`config.mk`:
```
export PLATFORM = sky130hd
export DESIGN_NAME = byte_merge_top
export DESIGN_NICKNAME = d
export VERILOG_FILES = /design/src/bm_bus_pkg.sv /design/src/bm_ctrl_pkg.sv /design/src/bm_chan_if.sv /design/src/command_requester.sv /design/src/byte_merge_buffer.sv /design/src/read_responder.sv /design/src/byte_merge_top.sv
export SDC_FILE = /design/constraint.sdc
export NUM_CORES = 1
export LEC_CHECK = 0
export ABC_AREA = 0
export BUFFER_PORTS_ARGS = -buffer_cell sky130_fd_sc_hd__buf_2
export CAP_MARGIN = 40
export CORE_UTILIZATION = 37
export DETAILED_ROUTE_END_ITERATION = 16
export PLACE_DENSITY_LB_ADDON = 0.1
export SLEW_MARGIN = 25
export SYNTH_ARGS = -nofsm -noshare
export SYNTH_HDL_FRONTEND = slang
export SYNTH_HIERARCHICAL = 1
export SYNTH_SLANG_ARGS = --single-unit
```
`constraint.sdc`:
```
create_clock -name clk -period 4.79 [get_ports clk]
set_input_delay 0.2395 -clock clk [delete_from_list [all_inputs] [get_ports clk]]
set_output_delay 0.2395 -clock clk [all_outputs]
set_load 0.1 [all_outputs]
```
`src/bm_bus_pkg.sv`:
```
// bus-side widths, store geometry and command opcodes shared by the byte merge store
package bm_bus_pkg;

    // word and byte-lane geometry
    localparam int DATA_W = 32;
    localparam int LANES  = 4;
    localparam int LANE_W = DATA_W / LANES;

    // store size, one address per stored word
    localparam int DEPTH  = 4;
    localparam int ADDR_W = 2;

    // opcode carried on the command port and the command channel
    typedef enum logic {
        OP_WRITE = 1'b0,
        OP_READ  = 1'b1
    } bm_op_e;

endpackage

```
`src/bm_ctrl_pkg.sv`:
```
// controller state encodings for the requester, merge buffer and responder FSMs
package bm_ctrl_pkg;

    // command requester
    typedef enum logic [1:0] {
        RQ_IDLE,
        RQ_REQ,
        RQ_RELEASE
    } rq_state_e;

    // merge buffer, write path and read path share the idle and release states
    typedef enum logic [2:0] {
        BF_IDLE,
        BF_MERGE,
        BF_COMMIT,
        BF_RSP_REQ,
        BF_RSP_DROP,
        BF_ACK,
        BF_WAIT_DROP
    } bf_state_e;

    // read responder
    typedef enum logic [1:0] {
        RS_IDLE,
        RS_ACK,
        RS_HOLD
    } rs_state_e;

endpackage

```
`src/bm_chan_if.sv`:
```
// four-phase req/ack channels used between the requester, buffer and responder
`timescale 1ns/100ps

// command channel, requester to buffer
interface bm_cmd_if
    import bm_bus_pkg::*;
();
    logic              req;
    logic              ack;
    bm_op_e            op;
    logic [ADDR_W-1:0] addr;
    logic [DATA_W-1:0] wdata;
    logic [LANES-1:0]  byte_en;

    modport requester (
        output req, op, addr, wdata, byte_en,
        input  ack
    );

    modport buffer (
        input  req, op, addr, wdata, byte_en,
        output ack
    );
endinterface

// response channel, buffer to responder
interface bm_rsp_if
    import bm_bus_pkg::*;
();
    logic              req;
    logic              ack;
    logic [DATA_W-1:0] rdata;
    logic [ADDR_W-1:0] raddr;

    modport buffer (
        output req, rdata, raddr,
        input  ack
    );

    modport responder (
        input  req, rdata, raddr,
        output ack
    );
endinterface

```
`src/command_requester.sv`:
```
// producer: takes valid/ready commands and issues each one as a four-phase request
`timescale 1ns/100ps

module command_requester
    import bm_bus_pkg::*;
    import bm_ctrl_pkg::*;
(
    input  logic              clk,
    input  logic              rst_n,
    input  logic              cmd_valid,
    input  bm_op_e            cmd_op,
    input  logic [ADDR_W-1:0] cmd_addr,
    input  logic [DATA_W-1:0] cmd_wdata,
    input  logic [LANES-1:0]  cmd_byte_en,
    output logic              cmd_ready,
    bm_cmd_if.requester       cmd
);

    rq_state_e state;
    logic      accept;

    assign accept = cmd_valid && cmd_ready;

    // handshake sequencing
    always_ff @(posedge clk or negedge rst_n) begin
        if (!rst_n) begin
            state     <= RQ_IDLE;
            cmd_ready <= 1'b0;
            cmd.req   <= 1'b0;
        end else begin
            case (state)
                RQ_IDLE: begin
                    if (accept) begin
                        cmd_ready <= 1'b0;
                        cmd.req   <= 1'b1;
                        state     <= RQ_REQ;
                    end else begin
                        cmd_ready <= 1'b1;
                    end
                end
                RQ_REQ: begin
                    // target has the command, withdraw
                    if (cmd.ack) begin
                        cmd.req <= 1'b0;
                        state   <= RQ_RELEASE;
                    end
                end
                RQ_RELEASE: begin
                    // ready again only once ack is back low
                    if (!cmd.ack) begin
                        cmd_ready <= 1'b1;
                        state     <= RQ_IDLE;
                    end
                end
                default: state <= RQ_IDLE;
            endcase
        end
    end

    // command fields, loaded only on acceptance
    always_ff @(posedge clk) begin
        if (accept) begin
            cmd.op      <= cmd_op;
            cmd.addr    <= cmd_addr;
            cmd.wdata   <= cmd_wdata;
            cmd.byte_en <= cmd_byte_en;
        end
    end

    // fields hold from req rise until ack has fallen
    a_fields_stable: assert property (@(posedge clk) disable iff (!rst_n)
        (cmd.req || cmd.ack) |=>
            !(cmd.req || cmd.ack) || $stable({cmd.op, cmd.addr, cmd.wdata, cmd.byte_en}))
        else $error("command fields changed during a handshake");

    // a new request only after the previous ack dropped
    a_req_after_ack: assert property (@(posedge clk) disable iff (!rst_n)
        $rose(cmd.req) |-> !cmd.ack)
        else $error("cmd req rose while ack was still high");

endmodule

```
`src/byte_merge_buffer.sv`:
```
// four-word store with byte-lane write merge and a read path over the response channel
`timescale 1ns/100ps

module byte_merge_buffer
    import bm_bus_pkg::*;
    import bm_ctrl_pkg::*;
(
    input  logic     clk,
    input  logic     rst_n,
    bm_cmd_if.buffer cmd,
    bm_rsp_if.buffer rsp
);

    bf_state_e         state;
    logic [DATA_W-1:0] store [DEPTH];

    // write pipeline registers
    logic [ADDR_W-1:0] addr_q;
    logic [DATA_W-1:0] wdata_q;
    logic [LANES-1:0]  be_q;
    logic [DATA_W-1:0] merged_d;
    logic [DATA_W-1:0] merged_q;

    // lane select between incoming byte and stored byte
    always_comb begin
        for (int i = 0; i < LANES; i++) begin
            merged_d[i*LANE_W +: LANE_W] = be_q[i] ? wdata_q[i*LANE_W +: LANE_W]
                                                   : store[addr_q][i*LANE_W +: LANE_W];
        end
    end

    // control and both handshakes
    always_ff @(posedge clk or negedge rst_n) begin
        if (!rst_n) begin
            state   <= BF_IDLE;
            cmd.ack <= 1'b0;
            rsp.req <= 1'b0;
        end else begin
            case (state)
                BF_IDLE: begin
                    if (cmd.req && !cmd.ack) begin
                        state <= BF_MERGE;
                    end
                end
                BF_MERGE: begin
                    if (cmd.op == OP_WRITE) begin
                        state <= BF_COMMIT;
                    end else begin
                        // read data is loaded on this same edge
                        rsp.req <= 1'b1;
                        state   <= BF_RSP_REQ;
                    end
                end
                BF_COMMIT: begin
                    state <= BF_ACK;
                end
                BF_ACK: begin
                    // store is written on this edge too
                    cmd.ack <= 1'b1;
                    state   <= BF_WAIT_DROP;
                end
                BF_RSP_REQ: begin
                    // stalls here while the responder holds an older result
                    if (rsp.ack) begin
                        rsp.req <= 1'b0;
                        state   <= BF_RSP_DROP;
                    end
                end
                BF_RSP_DROP: begin
                    if (!rsp.ack) begin
                        cmd.ack <= 1'b1;
                        state   <= BF_WAIT_DROP;
                    end
                end
                BF_WAIT_DROP: begin
                    if (!cmd.req) begin
                        cmd.ack <= 1'b0;
                        state   <= BF_IDLE;
                    end
                end
                default: state <= BF_IDLE;
            endcase
        end
    end

    // capture stage, then merge stage
    always_ff @(posedge clk) begin
        if (state == BF_MERGE) begin
            addr_q  <= cmd.addr;
            wdata_q <= cmd.wdata;
            be_q    <= cmd.byte_en;
        end
        if (state == BF_COMMIT) begin
            merged_q <= merged_d;
        end
    end

    // read result, stable for the whole response handshake
    always_ff @(posedge clk) begin
        if (state == BF_MERGE && cmd.op == OP_READ) begin
            rsp.rdata <= store[cmd.addr];
            rsp.raddr <= cmd.addr;
        end
    end

    // word store, zero after reset
    always_ff @(posedge clk or negedge rst_n) begin
        if (!rst_n) begin
            for (int i = 0; i < DEPTH; i++) begin
                store[i] <= '0;
            end
        end else if (state == BF_ACK) begin
            store[addr_q] <= merged_q;
        end
    end

    a_ack_in_req: assert property (@(posedge clk) disable iff (!rst_n)
        $rose(cmd.ack) |-> cmd.req)
        else $error("cmd ack rose without a pending req");

    // the response channel only serves reads
    a_rsp_read_only: assert property (@(posedge clk) disable iff (!rst_n)
        $rose(rsp.req) |-> cmd.req && cmd.op == OP_READ)
        else $error("rsp req rose outside a read command");

endmodule

```
`src/read_responder.sv`:
```
// consumer: accepts response transfers into a one-entry hold and offers them valid/ready
`timescale 1ns/100ps

module read_responder
    import bm_bus_pkg::*;
    import bm_ctrl_pkg::*;
(
    input  logic              clk,
    input  logic              rst_n,
    bm_rsp_if.responder       rsp,
    input  logic              rsp_ready,
    output logic              rsp_valid,
    output logic [DATA_W-1:0] rsp_data,
    output logic [ADDR_W-1:0] rsp_addr
);

    rs_state_e state;
    logic      take;

    // new transfer only with the entry empty and the last ack gone
    assign take = (state == RS_IDLE) && rsp.req && !rsp.ack;

    always_ff @(posedge clk or negedge rst_n) begin
        if (!rst_n) begin
            state     <= RS_IDLE;
            rsp.ack   <= 1'b0;
            rsp_valid <= 1'b0;
        end else begin
            // release phase runs independently of the entry
            if (rsp.ack && !rsp.req) begin
                rsp.ack <= 1'b0;
            end
            case (state)
                RS_IDLE: begin
                    if (take) begin
                        rsp.ack <= 1'b1;
                        state   <= RS_ACK;
                    end
                end
                RS_ACK: begin
                    rsp_valid <= 1'b1;
                    state     <= RS_HOLD;
                end
                RS_HOLD: begin
                    if (rsp_ready) begin
                        rsp_valid <= 1'b0;
                        state     <= RS_IDLE;
                    end
                end
                default: state <= RS_IDLE;
            endcase
        end
    end

    // holding register
    always_ff @(posedge clk) begin
        if (take) begin
            rsp_data <= rsp.rdata;
            rsp_addr <= rsp.raddr;
        end
    end

    a_hold_stable: assert property (@(posedge clk) disable iff (!rst_n)
        rsp_valid && !rsp_ready |=> rsp_valid && $stable({rsp_data, rsp_addr}))
        else $error("response dropped or changed before it was taken");

endmodule

```
`src/byte_merge_top.sv`:
```
// top level of the byte merge store: command port in, response port out
`timescale 1ns/100ps

module byte_merge_top
    import bm_bus_pkg::*;
(
    input  logic              clk,
    input  logic              rst_n,

    // command port
    input  logic              cmd_valid,
    output logic              cmd_ready,
    input  bm_op_e            cmd_op,
    input  logic [ADDR_W-1:0] cmd_addr,
    input  logic [DATA_W-1:0] cmd_wdata,
    input  logic [LANES-1:0]  cmd_byte_en,

    // response port
    output logic              rsp_valid,
    input  logic              rsp_ready,
    output logic [DATA_W-1:0] rsp_data,
    output logic [ADDR_W-1:0] rsp_addr
);

    bm_cmd_if i_cmd_if ();
    bm_rsp_if i_rsp_if ();

    command_requester i_command_requester (
        .clk         (clk),
        .rst_n       (rst_n),
        .cmd_valid   (cmd_valid),
        .cmd_op      (cmd_op),
        .cmd_addr    (cmd_addr),
        .cmd_wdata   (cmd_wdata),
        .cmd_byte_en (cmd_byte_en),
        .cmd_ready   (cmd_ready),
        .cmd         (i_cmd_if.requester)
    );

    byte_merge_buffer i_byte_merge_buffer (
        .clk   (clk),
        .rst_n (rst_n),
        .cmd   (i_cmd_if.buffer),
        .rsp   (i_rsp_if.buffer)
    );

    read_responder i_read_responder (
        .clk       (clk),
        .rst_n     (rst_n),
        .rsp       (i_rsp_if.responder),
        .rsp_ready (rsp_ready),
        .rsp_valid (rsp_valid),
        .rsp_data  (rsp_data),
        .rsp_addr  (rsp_addr)
    );

endmodule

```
==> Flow_metrics.wiki <==
{| class="wikitable"
! Metric !! Value
|-
| Pins over their slew limit || 0
|-
| Antenna fix cells || 0
|-
| Distinct cell type count of the synthesized netlist || 42
|-
| Effective utilization at floorplan || 0.3752
|-
| Average size of a mapped cell || approximately 17 sq um
|-
| Ratio of cells with drive above 1 in the final layout || 0.4297
|-
| Clock skew after layout || 0.01320 ns
|-
| CTS clock-pin slew for the worst setup and hold paths || about 0.06 ns
|-
| Type of the worst min-delay path || primary input to asynchronous set/reset pin
|-
| Initial antenna violation count || 0
|-
| Biggest area consumer among synthesized cells || edfxtp_1
|-
| Register area share after synthesis || 0.6824
|-
| Cell Pwr Density || 363.8 nW/um^2
|-
| Worst r2r dst || i_byte_merge_buffer/rsp.rdata[14]
|-
| Proportion of synthesized flip-flops having asynchronous set or reset || 0.4434
|-
| Detailed-route via count || ~7000
|-
| Number of cells on the worst reg-to-reg path || 5
|-
| Arrival time worst endpoint || about 3.0 ns
|-
| Vias in the first global route || around 7800
|-
| Overall power || 5.653 mW
|-
| Maximum number of pins on one net before global-route repair || 91
|-
| CP most frequent cell || buf_4
|-
| # fillers || between 3000 and 4000
|-
| Worst ir drop on vdd || about 0.19 mV
|-
| Mapped Cells || approximately 740
|-
| Required time worst endpoint || ~5 ns
|-
| Fmax || approximately 0.36 GHz
|-
| Grt total ovfl || 0
|-
| Residual antenna-violating net count after detailed routing || 0
|-
| Period minus WS final || 2.811 ns
|-
| Cell at the root of the clock tree || clkbuf_16
|-
| Die Y-Extent || approximately 190 um
|-
| Number of synthesized flops with an enable pin || ~180
|-
| TritonCTS clock tree || yes
|-
| Die footprint || 35780 sq um
|-
| Hold-fix buffers at CTS || 42
|-
| Number of sinks on the clock net || 318
|-
| Net total in the final layout || approximately 920
|-
| Number of buffers added by the clock tree synthesis step || 37
|-
| Final worst-path cycle share || 0.5868
|-
| I/O pin count || 79
|-
| Die extent in x || approximately 190 um
|-
| Seq cells post-synth || between 300 and 400
|-
| Number of max-capacitance violations reported || 0
|-
| Post-synthesis to final-layout area growth || 19.90%
|-
| First-pass GRT wire length || between 40000 and 50000 um
|-
| All-Layer GR Usage || 0.1680
|-
| Worst Tran Pin Value || roughly 0.85 ns
|-
| Post-DR vias/cell || roughly 5.1
|-
| Slew Limit Headroom || 0.4311
|-
| Remaining DRCs || 0
|-
| Core ar. || ~35000 sq um
|-
| Class of the most critical setup path || flop to flop
|-
| Final standard cell count with taps included and fillers excluded || around 1400
|-
| Crit Reg-Reg Startpoint || i_byte_merge_buffer/state[0]
|-
| Total length of routed wires || approximately 30000 um
|-
| Clock Latency Late Sink || around 0.53 ns
|-
| Length of the first detailed-routing pass in iterations || 5
|-
| Count of cells resized by post-cts repair || 0
|-
| Area fraction of the dominant cell type after synthesis || 0.4101
|-
| Setup tns final || 0 ns
|-
| Routability-driven placement congestion ratio || around 0.74
|-
| Area taken by flip-flops and latches || 8843 sq um
|-
| # placed instances || approximately 1200
|-
| Outcome || completed
|-
| Main synth FF type || edfxtp_1
|-
| Worst setup EP type || flop
|-
| Violation count after the first detailed-routing iteration || ~280
|-
| Slowest library cell on the worst path || and2_2
|-
| HPWL after detailed placement || roughly 17000 um
|-
| CP cell instances || nand2b_1 > nor2_4 > buf_4 > and2_2 > buf_4
|-
| DR WL/cell || between 20 and 25 um
|-
| Kind of launch point of the worst setup path || flop
|-
| Unrepaired setup endpoints after global routing || no
|-
| Buffer count from post-CTS setup fixing || 0
|-
| Net Count, Synth || roughly 800
|-
| Cell row count || slightly below 70
|-
| Final setup violation count || 0
|-
| Fin. Hold Viols || 0
|-
| H-tree levels || 2
|-
| Flop-to-flop setup slack || ~2 ns
|-
| Maximum clock insertion buffer count || 3
|-
| Port buffer count || 78
|-
| CP peak stage delay || between 0.6 and 0.7 ns
|-
| Synth warn || 6
|-
| Cell area after synthesis || ~13000 sq um
|-
| Pleak || around 6.4 nW
|-
| Ranking of synthesized cells by area || edfxtp_1 41%, dfrtp_1 27%, mux2_2 14%
|-
| Most instantiated cells after synthesis || 177 x edfxtp_1, 161 x mux2_2, 141 x dfrtp_1
|-
| Crit-path max FO || 39
|-
| Multi-input gate area in the final layout || between 3000 and 4000 sq um
|-
| Top-count cell post-synth || edfxtp_1
|}
## critical path: cells and delay by family (launching register included)
family | cells | cell delay, ns
AND/OR/NAND/NOR | 3 | 0.95
buffers and inverters | 2 | 0.92
flip-flops | 1 | 0.59
## power breakdown
part | switching [mW] | internal, mW
registers | 0 | 2.88
logic | 0.0334 | 0.0374
clock network | 1.09 | 1.62
## cell families after synthesis
| family | synth area share |
|---|---|
| muxes | 0.2323 |
| buffers and inverters | 0.02771 |
| xor gates and xnor gates | 0.0006759 |
| DFF | 0.6824 |
| and+or+nand+nor | 0.01931 |
| AOI/OAI and AO/OA | 0.03765 |
## area by class of cell
| class | count | share of cell area |
|---|---|---|
| clock inverters | 11 | 0.005314 |
| multi-input cells | 344 | 0.2442 |
| well taps | 455 | 0.03664 |
| clock buffers | 55 | 0.06989 |
| flip-flops and latches | 318 | 0.5691 |
| inverters | 36 | 0.008696 |
| repair buffers | 139 | 0.06611 |
## routing by layer
metal / global-route usage / vias up / share of wire
li1: - / 3088 / -
met1: 0.2080 / 3663 / 0.43
met2: 0.2885 / 157 / 0.50
met3: 0.03281 / 58 / 0.036
met4: 0.06731 / 0 / 0.031
met5: 0 / - / 0
## layout by cell type, fill, tap and decap left out, drive strengths merged
| master | count |
|---|---|
| nor2 | 5 |
| xor2 | 1 |
| clkinv | 8 |
| nor4 | 1 |
| a31oi | 1 |
| bufinv | 1 |
| nand2b | 8 |
| dfrtp | 141 |
| or4b | 1 |
| o211a | 1 |
| a21oi | 37 |
| and3b | 1 |
| nand4 | 1 |
| or2 | 4 |
| or2b | 1 |
| o221ai | 1 |
| a2bb2oi | 1 |
| dlygate4sd3 | 42 |
| and2 | 3 |
| nand3b | 2 |
| mux4 | 32 |
| o22ai | 33 |
| edfxtp | 177 |
| a311oi | 1 |
| nor4b | 2 |
| nor2b | 2 |
| o21a | 1 |
| a21boi | 1 |
| inv | 38 |
| a221oi | 2 |
| nand4b | 1 |
| mux2 | 193 |
| nand2 | 2 |
| o21ai | 3 |
| clkbuf | 55 |
| nor3b | 2 |
| buf | 97 |
## worst max-delay path by stage
stage	endpoint	start	slack, ns	cells after the start
global placement	i_byte_merge_buffer/rsp.rdata[18]	i_byte_merge_buffer/state[2]	2.01	5
CTS	i_byte_merge_buffer/rsp.rdata[15]	i_byte_merge_buffer/state[0]	1.90	5
finish	i_byte_merge_buffer/rsp.rdata[14]	i_byte_merge_buffer/state[0]	1.98	5
floorplan	i_read_responder/rsp_addr[0]	i_read_responder/state[1]	0.19	1
detailed placement	i_byte_merge_buffer/rsp.rdata[11]	i_byte_merge_buffer/state[0]	1.90	5
global route	i_byte_merge_buffer/rsp.rdata[12]	i_byte_merge_buffer/state[0]	1.79	5
## state kept, by name, summed over array words and instances, names as in the netlist, 4 cells and up
name and count:
i_byte_merge_buffer/be_q 4, i_byte_merge_buffer/merged_q 32, i_byte_merge_buffer/rsp.rdata 32, i_byte_merge_buffer/store 128, i_byte_merge_buffer/wdata_q 32, i_command_requester/cmd.byte_en 4
i_command_requester/cmd.wdata 32, i_read_responder/rsp_data 32
## per-stage QoR
| stage | util | area (sq um) | worst slack [ns] | hold slack (ns) |
|---|---|---|---|---|
| 2_1_floorplan | - | 12960 | 0.1906 | -0.05609 |
| 3_3_place_gp | 0.4008 | 13840 | 2.006 | 0.3470 |
| 3_5_place_dp | 0.4025 | 13900 | 1.898 | 0.3667 |
| 4_1_cts | 0.4485 | 15490 | 1.903 | 0.3841 |
| 5_1_grt | 0.4498 | 15540 | 1.786 | 0.1386 |
| 6_report | 0.4498 | 15540 | 1.979 | 0.1327 |
No activity file was read; power rests on OpenSTA's default activity.
